$ cat config.mk
export PLATFORM = sky130hd
export DESIGN_NAME = frontend_top
export DESIGN_NICKNAME = d
export VERILOG_FILES = /design/src/verilog/branch_pkg.sv /design/src/verilog/pipe_pkg.sv /design/src/verilog/branch_recovery.sv /design/src/verilog/pipeline_stomp.sv /design/src/verilog/frontend_pipe.sv /design/src/verilog/frontend_top.sv
export VERILOG_INCLUDE_DIRS = /design/src /design/src/include
export SDC_FILE = /design/constraint.sdc
export NUM_CORES = 1
export LEC_CHECK = 0
export ABC_CLOCK_PERIOD_IN_PS = 6870
export BUFFER_PORTS_ARGS = -buffer_cell sky130_fd_sc_hd__clkbuf_2
export CAP_MARGIN = 20
export CORE_MARGIN = 3
export CORE_UTILIZATION = 55
export CTS_CLUSTER_DIAMETER = 50
export CTS_CLUSTER_SIZE = 10
export DETAILED_ROUTE_END_ITERATION = 10
export PLACE_DENSITY = 0.79
export SYNTH_ARGS = -nofsm -noshare
export SYNTH_HDL_FRONTEND = slang
export SYNTH_SLANG_ARGS = --single-unit
$ cat constraint.sdc
create_clock -name clk -period 6.87 [get_ports clk]
set_input_delay 1.374 -clock clk [delete_from_list [all_inputs] [get_ports clk]]
set_output_delay 1.374 -clock clk [all_outputs]
set_load 0.02 [all_outputs]
$ cat src/include/frontend_defs.svh
// fetch addresses are a flat 32 bits wide and branch recovery always takes four cycles
`ifndef FRONTEND_DEFS_SVH
`define FRONTEND_DEFS_SVH

// ==========================================================================
// fetch address
// ==========================================================================

// width of every fetch address carried through the front end
`define ADDR_W 32

// restart address loaded into the redirect target at reset
// it must stay ADDR_W bits wide
`define RESET_PC 32'h0000_0004

// ==========================================================================
// branch recovery
// ==========================================================================

// number of cycles the recovery window lasts
// this matches the number of recovery states in branch_state_t
`define RECOVERY_STEPS 3'd4

`endif

$ cat src/verilog/branch_pkg.sv
// the branch_state_t encoding order is fixed because the recovery window is a range check
package branch_pkg;

	// recovery states in the order the FSM steps through them
	// each recovery state's value is also its step number in the window
	typedef enum logic [2:0] {
		BS_IDLE,
		BS_CHKPT_RESTORE,
		BS_CAPTURE_MISSIP,
		BS_DONE,
		BS_DONE2
	} branch_state_t;

	// true for every state from checkpoint restore up to the last done state
	// while this holds, every registered stage in the front end is stomped
	function automatic logic in_recovery(input branch_state_t state);
		in_recovery = (state >= BS_CHKPT_RESTORE) && (state <= BS_DONE2);
	endfunction

endpackage

$ cat src/verilog/pipe_pkg.sv
// stage ids are ordered fetch first, queue last, and index the stage arrays in that order
package pipe_pkg;

	// single bit constants for valid and stomp flags
	localparam logic TRUE = 1'b1;
	localparam logic FALSE = 1'b0;

	// the seven front end stages from fetch to queue write
	// segment one runs from mux to dec, segment two holds ren and que
	typedef enum logic [2:0] {
		FET,
		MUX,
		VEC,
		PCK,
		DEC,
		REN,
		QUE
	} stage_id_t;

	// fetch itself has no stage register, the first registered stage is MUX
	// the array code steps through the ids with plus and minus one

endpackage

$ cat src/verilog/branch_recovery.sv
// a branch miss that arrives while recovery is already running is dropped, not queued
`include "frontend_defs.svh"

module branch_recovery import branch_pkg::*; (
	input logic clk,
	input logic rst,
	input logic branchmiss,
	input logic [`ADDR_W-1:0] miss_pc,
	output branch_state_t branch_state,
	output logic redirect,
	output logic [`ADDR_W-1:0] redirect_pc
);

	// ==========================================================================
	// recovery FSM
	// ==========================================================================

	branch_state_t branch_state_next;
	logic [2:0] recovery_step;
	logic [`ADDR_W-1:0] target_pc;

	// the enum numbering makes the state value equal to its step in the window
	assign recovery_step = branch_state;

	always_comb begin
		branch_state_next = branch_state;
		case (branch_state)
			BS_IDLE: begin
				// only an idle machine accepts a new miss
				if (branchmiss)
					branch_state_next = BS_CHKPT_RESTORE;
			end
			default: begin
				// one recovery state per cycle, back to idle after the last step
				if (recovery_step == `RECOVERY_STEPS)
					branch_state_next = BS_IDLE;
				else
					branch_state_next = branch_state_t'(branch_state + 3'd1);
			end
		endcase
	end

	always_ff @(posedge clk) begin
		if (rst)
			branch_state <= BS_IDLE;
		else
			branch_state <= branch_state_next;
	end

	// ==========================================================================
	// redirect target
	// ==========================================================================

	// capture the missed target when the miss is accepted
	// the reset value gives fetch a defined restart address
	always_ff @(posedge clk) begin
		if (rst)
			target_pc <= `RESET_PC;
		else if (branchmiss && branch_state == BS_IDLE)
			target_pc <= miss_pc;
	end

	// fetch restarts in the last recovery cycle, once the checkpoint is back
	assign redirect = (branch_state == BS_DONE2);
	assign redirect_pc = target_pc;

endmodule

$ cat src/verilog/pipeline_stomp.sv
// registered stomps only update on an advance, so a miss during a full stall needs the window
module pipeline_stomp import branch_pkg::*, pipe_pkg::*; (
	input logic clk,
	input logic rst,
	input logic ihit,
	input logic advance_pipeline,
	input logic advance_pipeline_seg2,
	input logic micro_code_active,
	input logic branchmiss,
	input branch_state_t branch_state,
	output logic stomp_fet,
	output logic stomp_mux,
	output logic stomp_vec,
	output logic stomp_pck,
	output logic stomp_dec,
	output logic stomp_ren,
	output logic stomp_que,
	output logic stomp_quem
);

	logic flush_all;
	logic next_stomp_mux;
	logic next_stomp_vec;
	logic next_stomp_pck;
	logic next_stomp_dec;
	logic next_stomp_ren;
	logic next_stomp_quem;

	// ==========================================================================
	// stomp sources
	// ==========================================================================

	// a branch miss or a running recovery kills every registered stage at once
	assign flush_all = branchmiss || in_recovery(branch_state);

	// without cache data the fetch group is garbage
	assign stomp_fet = !ihit;

	// micro-code supplies its own group at mux, so a cache miss is harmless then
	assign next_stomp_mux = (stomp_fet && !micro_code_active) || flush_all;

	// the rest ripple one stage per advance, like the groups they describe
	assign next_stomp_vec = stomp_mux || flush_all;
	assign next_stomp_pck = stomp_vec || flush_all;
	assign next_stomp_dec = stomp_pck || flush_all;
	assign next_stomp_ren = stomp_dec || flush_all;

	// a group leaving ren has been renamed already
	// it cannot simply vanish, it is marked to become a copy target instead
	assign next_stomp_quem = flush_all;

	// ==========================================================================
	// segment one stomps
	// ==========================================================================

	// all stomps start high so nothing left over from reset gets written
	always_ff @(posedge clk) begin
		if (rst) begin
			stomp_mux <= TRUE;
			stomp_vec <= TRUE;
			stomp_pck <= TRUE;
			stomp_dec <= TRUE;
		end else if (advance_pipeline) begin
			stomp_mux <= next_stomp_mux;
			stomp_vec <= next_stomp_vec;
			stomp_pck <= next_stomp_pck;
			stomp_dec <= next_stomp_dec;
		end
	end

	// ==========================================================================
	// segment two stomps
	// ==========================================================================

	// que only inherits the ren stomp, since a group that was live at rename
	// still has to reach the queue
	always_ff @(posedge clk) begin
		if (rst) begin
			stomp_ren <= TRUE;
			stomp_que <= TRUE;
			stomp_quem <= TRUE;
		end else if (advance_pipeline_seg2) begin
			stomp_ren <= next_stomp_ren;
			stomp_que <= stomp_ren;
			stomp_quem <= next_stomp_quem;
		end
	end

endmodule

$ cat src/verilog/frontend_pipe.sv
// fetch presents no group until the cache has hit once after reset, then one per advance
`include "frontend_defs.svh"

module frontend_pipe import pipe_pkg::*; (
	input logic clk,
	input logic rst,
	input logic ihit,
	input logic [`ADDR_W-1:0] fetch_pc,
	input logic que_full,
	input logic ren_stall,
	input logic stomp_fet,
	input logic stomp_mux,
	input logic stomp_vec,
	input logic stomp_pck,
	input logic stomp_dec,
	input logic stomp_ren,
	input logic stomp_que,
	input logic stomp_quem,
	output logic advance_pipeline,
	output logic advance_pipeline_seg2,
	output logic que_wr,
	output logic [`ADDR_W-1:0] que_pc,
	output logic que_copy_target
);

	logic stage_valid [MUX:QUE];
	logic [`ADDR_W-1:0] stage_pc [MUX:QUE];
	logic stage_stomp [FET:QUE];
	logic fetch_seen;
	logic fetch_valid;

	// ==========================================================================
	// segment advance
	// ==========================================================================

	// a full queue freezes everything, rename only holds back segment one
	assign advance_pipeline_seg2 = !que_full;
	assign advance_pipeline = !que_full && !ren_stall;

	// ==========================================================================
	// stage bookkeeping
	// ==========================================================================

	// gather the stomps by stage id so the shift below can walk them
	always_comb begin
		stage_stomp[FET] = stomp_fet;
		stage_stomp[MUX] = stomp_mux;
		stage_stomp[VEC] = stomp_vec;
		stage_stomp[PCK] = stomp_pck;
		stage_stomp[DEC] = stomp_dec;
		stage_stomp[REN] = stomp_ren;
		stage_stomp[QUE] = stomp_que;
	end

	// after the first hit fetch always offers a group
	// a later cache miss is handled by the stomps, which let micro-code through
	assign fetch_valid = fetch_seen || !stage_stomp[FET];

	always_ff @(posedge clk) begin
		if (rst) begin
			fetch_seen <= FALSE;
			for (int s = MUX; s <= QUE; s++)
				stage_valid[s] <= FALSE;
		end else begin
			if (ihit)
				fetch_seen <= TRUE;
			// segment one shifts as a block
			if (advance_pipeline) begin
				stage_valid[MUX] <= fetch_valid;
				for (int s = VEC; s <= DEC; s++)
					stage_valid[s] <= stage_valid[s - 1] && !stage_stomp[s - 1];
			end
			// ren takes a bubble when rename drains but decode is held
			if (advance_pipeline_seg2) begin
				stage_valid[QUE] <= stage_valid[REN] && !stage_stomp[REN];
				if (advance_pipeline)
					stage_valid[REN] <= stage_valid[DEC] && !stage_stomp[DEC];
				else
					stage_valid[REN] <= FALSE;
			end
		end
	end

	// addresses follow the same advances, the valid bits say which ones count
	always_ff @(posedge clk) begin
		if (advance_pipeline) begin
			stage_pc[MUX] <= fetch_pc;
			for (int s = VEC; s <= REN; s++)
				stage_pc[s] <= stage_pc[s - 1];
		end
		if (advance_pipeline_seg2)
			stage_pc[QUE] <= stage_pc[REN];
	end

	// ==========================================================================
	// queue write
	// ==========================================================================

	// the entry goes out in the same cycle that que hands it on
	// so a held queue neither drops nor repeats it
	assign que_wr = stage_valid[QUE] && !stage_stomp[QUE] && advance_pipeline_seg2;
	assign que_pc = stage_pc[QUE];

	// a group caught by a miss after rename is queued as a copy target
	assign que_copy_target = stomp_quem;

endmodule

$ cat src/verilog/frontend_top.sv
// all logic runs on one clock, back-pressure and the miss pulse must be synchronous to it
`include "frontend_defs.svh"

module frontend_top import branch_pkg::*; (
	input logic clk,
	input logic rst,
	input logic ihit,
	input logic micro_code_active,
	input logic branchmiss,
	input logic que_full,
	input logic ren_stall,
	input logic [`ADDR_W-1:0] fetch_pc,
	input logic [`ADDR_W-1:0] miss_pc,
	output logic que_wr,
	output logic que_copy_target,
	output logic redirect,
	output logic [`ADDR_W-1:0] que_pc,
	output logic [`ADDR_W-1:0] redirect_pc,
	output branch_state_t branch_state
);

	// segment strobes from the pipe and the stomp waterfall back into it
	logic advance_pipeline;
	logic advance_pipeline_seg2;
	logic stomp_fet;
	logic stomp_mux;
	logic stomp_vec;
	logic stomp_pck;
	logic stomp_dec;
	logic stomp_ren;
	logic stomp_que;
	logic stomp_quem;

	// the recovery FSM runs regardless of back-pressure
	branch_recovery u_branch_recovery (
		.clk(clk),
		.rst(rst),
		.branchmiss(branchmiss),
		.miss_pc(miss_pc),
		.branch_state(branch_state),
		.redirect(redirect),
		.redirect_pc(redirect_pc)
	);

	pipeline_stomp u_pipeline_stomp (
		.clk(clk),
		.rst(rst),
		.ihit(ihit),
		.advance_pipeline(advance_pipeline),
		.advance_pipeline_seg2(advance_pipeline_seg2),
		.micro_code_active(micro_code_active),
		.branchmiss(branchmiss),
		.branch_state(branch_state),
		.stomp_fet(stomp_fet),
		.stomp_mux(stomp_mux),
		.stomp_vec(stomp_vec),
		.stomp_pck(stomp_pck),
		.stomp_dec(stomp_dec),
		.stomp_ren(stomp_ren),
		.stomp_que(stomp_que),
		.stomp_quem(stomp_quem)
	);

	frontend_pipe u_frontend_pipe (
		.clk(clk),
		.rst(rst),
		.ihit(ihit),
		.fetch_pc(fetch_pc),
		.que_full(que_full),
		.ren_stall(ren_stall),
		.stomp_fet(stomp_fet),
		.stomp_mux(stomp_mux),
		.stomp_vec(stomp_vec),
		.stomp_pck(stomp_pck),
		.stomp_dec(stomp_dec),
		.stomp_ren(stomp_ren),
		.stomp_que(stomp_que),
		.stomp_quem(stomp_quem),
		.advance_pipeline(advance_pipeline),
		.advance_pipeline_seg2(advance_pipeline_seg2),
		.que_wr(que_wr),
		.que_pc(que_pc),
		.que_copy_target(que_copy_target)
	);

endmodule

==> flow_summary.json <==
{
  "multiInputGateArea_um2": 797.0,
  "drtAntennaViolNets": 0,
  "synth.area.mux_share_pct": 0,
  "die-height_um": 126.3,
  "syn-instance-count": 435,
  "sequentialPowerShare_pct": 54.3,
  "min-delay-path-class": "register to register",
  "slew_violations": 0,
  "global_route_wire_length_before_repair_um": 17530,
  "ys_warn_count": 0,
  "via_count": 3722,
  "post_synth_top_area_cell": "sky130_fd_sc_hd__edfxtp_1",
  "synth_top_family_by_area": "simple AND/OR/NAND/NOR gates",
  "antenna_found_initial": 0,
  "synth.top_cell.area_share_pct": 74.67,
  "run_status": "finished clean",
  "synth_top_cells_by_area": "sky130_fd_sc_hd__edfxtp_1 75%, sky130_fd_sc_hd__dfxtp_1 11%, sky130_fd_sc_hd__buf_4 3.1%",
  "n_fill_cell": 920,
  "global_route.usage.total_pct": 13.48,
  "setup_repair_after_global_routing_missed_its_margin": "false",
  "gp_congestion": 0.7504,
  "worst-slew-pin-transition_ns": 1.013,
  "start_util_pct": 56.70,
  "clock-root-buffer": "sky130_fd_sc_hd__clkbuf_16",
  "synth.lib_cells_used.distinct": 32,
  "dieWidth_um": 126.3,
  "fp.dieArea_um2": 15960,
  "share_of_async_settable_or_async_resettable_flops_after_synthesis_pct": 0,
  "finalHoldViolCount": 0,
  "finish.net_count": 636,
  "global_route_overflow": 0,
  "crit_fanout": 10,
  "power.combinational.fraction_pct": 5.6,
  "final_min_period_over_clock_period_pct": 48.11,
  "timing.critical_path.arrival_ns": 1.93,
  "post_synth.cell_area_avg_um2": 18.30,
  "rows": 43,
  "cpPeakStageDelay_ns": 0.21,
  "n_antenna_cell": 0,
  "drv.max_cap_violation_count": 0,
  "power_switching_share_pct": 20.08,
  "critPathMostFrequentCell": "sky130_fd_sc_hd__clkbuf_2",
  "post-route-min-period_ns": 3.305,
  "design.portCount": 141,
  "timing.max_slew.rel_slack_pct": 32.44,
  "sequential_cell_area_um2": 6807,
  "synth_nets": 509,
  "internal_power_uw": 2471,
  "skew_ns": 0.01500,
  "path_delay_family": "buffers and inverters",
  "worst_ir_drop_vdd_v": 0.0002338,
  "area_delta_synth_final_pct": 17.74,
  "portion_of_total_power_attributed_to_the_clock_network_pct": 40.1,
  "syn-cell-area_um2": 7963,
  "cp-end-kind": "output port",
  "worst_setup_hold_path_clk_slew_ns": 0.05,
  "post_detailed_placement_half_perimeter_wirelength_um": 6762,
  "cts_tree": "built",
  "power.static_leakage_uw": 0.003461,
  "yosysSeqAreaShare_pct": 85.48,
  "synth-edff-count": 198,
  "p_switching_uw": 620.7,
  "synth_simple_gate_area_share_pct": 5.783,
  "timing.critical_path.from_type": "primary input",
  "count_of_hold_fix_buffers_inserted_at_cts": 0,
  "cts_buffer_depth": 3,
  "place.port_buffers": 140,
  "timing.critical_path.required_ns": 5.50,
  "final-setup-viol-count": 0,
  "route.detailed.wl_per_inst_um": 14.45,
  "cts.repair_timing.setup_buffer_count": 0,
  "synth_seq_cells": 241,
  "route.detailed.drc": 0,
  "post_cts.resized_instances": 0,
  "first_global_vias": 3677,
  "final.setup.tns_ns": 0,
  "floorplan.core_area_um2": 14040,
  "clk_latency_worst_skew_pair_ns": 0.51,
  "path_class": "primary input to output port",
  "yosys-top-cells-count": "198 x sky130_fd_sc_hd__edfxtp_1, 64 x sky130_fd_sc_hd__nand2_1, 43 x sky130_fd_sc_hd__dfxtp_1, 33 x sky130_fd_sc_hd__buf_4, 19 x sky130_fd_sc_hd__a21oi_1",
  "compound_cell_area_share_of_the_yosys_netlist_pct": 3.646,
  "ratio_of_cells_with_drive_above_1_in_the_final_layout_pct": 34.21,
  "yosys.cell_count.top_type": "sky130_fd_sc_hd__edfxtp_1",
  "final_util_pct": 66.76,
  "slowest_stage": "sky130_fd_sc_hd__nor3b_1",
  "grt_start_max_net_pins": 90,
  "cts_buffers": 28,
  "fmaxAchievable_ghz": 0.3025,
  "detail_route.wirelength_um": 10880,
  "cp_cell_sequence": "clkbuf_2 -> nor3b_1 -> clkbuf_2",
  "power.density_nw_per_um2": 329.7,
  "viasPerCell": 4.943,
  "drt_iter0_markers": 234,
  "synthFlopType": "sky130_fd_sc_hd__edfxtp_1",
  "yosys.area_share.xor_xnor_pct": 0.1100,
  "synth_fa_ha_area_share_pct": 0.4714,
  "cts.htree.levels": 1,
  "clock_sink_count": 241,
  "path_buf_inv": 2,
  "drt-pass1-iter-count": 4
}
==> per-stage QoR <==
stage | cell area, µm² | power [µW] | instances | hold slack, ns | worst slack [ns]
2_1_floorplan | 7963 | 1831 | 435 | 0.4003 | 1.470
3_3_place_gp | 8564 | 1867 | 710 | 0.4002 | 3.227
3_5_place_dp | 8564 | 1878 | 710 | 0.4045 | 3.148
4_1_cts | 9340 | 3127 | 751 | 0.4119 | 3.557
5_1_grt | 9375 | 3208 | 753 | 0.4169 | 3.485
6_report | 9375 | 3091 | 753 | 0.4056 | 3.565
==> cell type report <==
class                           count  share of cell area [%]
Sequential cell                   241                   72.60
Inverter                            4                  0.2135
Multi-Input combinational cell    143                   8.501
Timing Repair Buffer              144                   8.007
Tap cell                          180                   2.402
Clock inverter                      1                 0.09342
Clock buffer                       40                   8.181
==> state kept, by name (all words and copies together), names as in the netlist <==
signal / cells
u_branch_recovery.branch_state: 3
u_pipeline_stomp.stomp_que: 1
u_pipeline_stomp.stomp_dec: 1
u_pipeline_stomp.stomp_vec: 1
u_frontend_pipe.stage_pc: 192
u_pipeline_stomp.stomp_ren: 1
u_pipeline_stomp.stomp_quem: 1
u_pipeline_stomp.stomp_mux: 1
u_branch_recovery.redirect_pc: 32
u_pipeline_stomp.stomp_pck: 1
u_frontend_pipe.stage_valid: 6
u_frontend_pipe.fetch_seen: 1
==> worst register-to-register path, stage by stage, from the launching register on <==
cell and delay, ns:
sky130_fd_sc_hd__dfxtp_1 0.35, sky130_fd_sc_hd__inv_1 0.09, sky130_fd_sc_hd__ha_1 0.28, sky130_fd_sc_hd__and3b_1 0.87, sky130_fd_sc_hd__nand2_1 0.21, sky130_fd_sc_hd__a21oi_2 0.15
==> logic make-up after synthesis <==
family,after synthesis
flops,241
simple gates,96
compound gates,43
buf+inv,51
xor+xnor,1
fa+ha+maj,3
==> cell usage in the layout, fill, tap and decap left out, types with 7 or more instances in the layout <==
cell type | netlist | layout
sky130_fd_sc_hd__nand2_1 | 64 | 64
sky130_fd_sc_hd__edfxtp_1 | 198 | 198
sky130_fd_sc_hd__clkbuf_16 | 0 | 29
sky130_fd_sc_hd__dfxtp_1 | 43 | 43
sky130_fd_sc_hd__clkbuf_1 | 4 | 11
sky130_fd_sc_hd__a21oi_2 | 14 | 14
sky130_fd_sc_hd__nor3_1 | 7 | 7
sky130_fd_sc_hd__nor2_1 | 9 | 9
sky130_fd_sc_hd__clkbuf_2 | 0 | 140
sky130_fd_sc_hd__a21oi_1 | 19 | 19
==> per-layer routing <==
metal  global-route usage [%]  vias to the layer above  wire length, µm
met4                    6.246                        0              322
met1                    17.50                     1760             4445
met2                    21.78                      126             5427
met5                        0                        -                0
li1                         -                     1809                -
met3                    3.284                       27              685
==> power by group through the flow <==
stage                     clock network [µW]  logic (µW)  registers, µW
after global placement                     0         165           1700
after CTS                               1280         172           1680
final                                   1240         175           1680
after floorplan                            0         103           1730
after detailed placement                   0         172           1710
after global routing                    1330         193           1680
==> final timing paths <==
kind                                     start                           endpoint  slack (ns)  cells past startpoint
max                                   que_full                             que_wr        3.56                      3
min           u_frontend_pipe.stage_pc[0][117]   u_frontend_pipe.stage_pc[0][149]        0.41                      0
max reg2reg  u_branch_recovery.branch_state[0]  u_branch_recovery.redirect_pc[23]        4.85                      5
min reg2reg   u_frontend_pipe.stage_pc[0][117]   u_frontend_pipe.stage_pc[0][149]        0.41                      0
No activity file was read; power rests on OpenSTA's default activity.
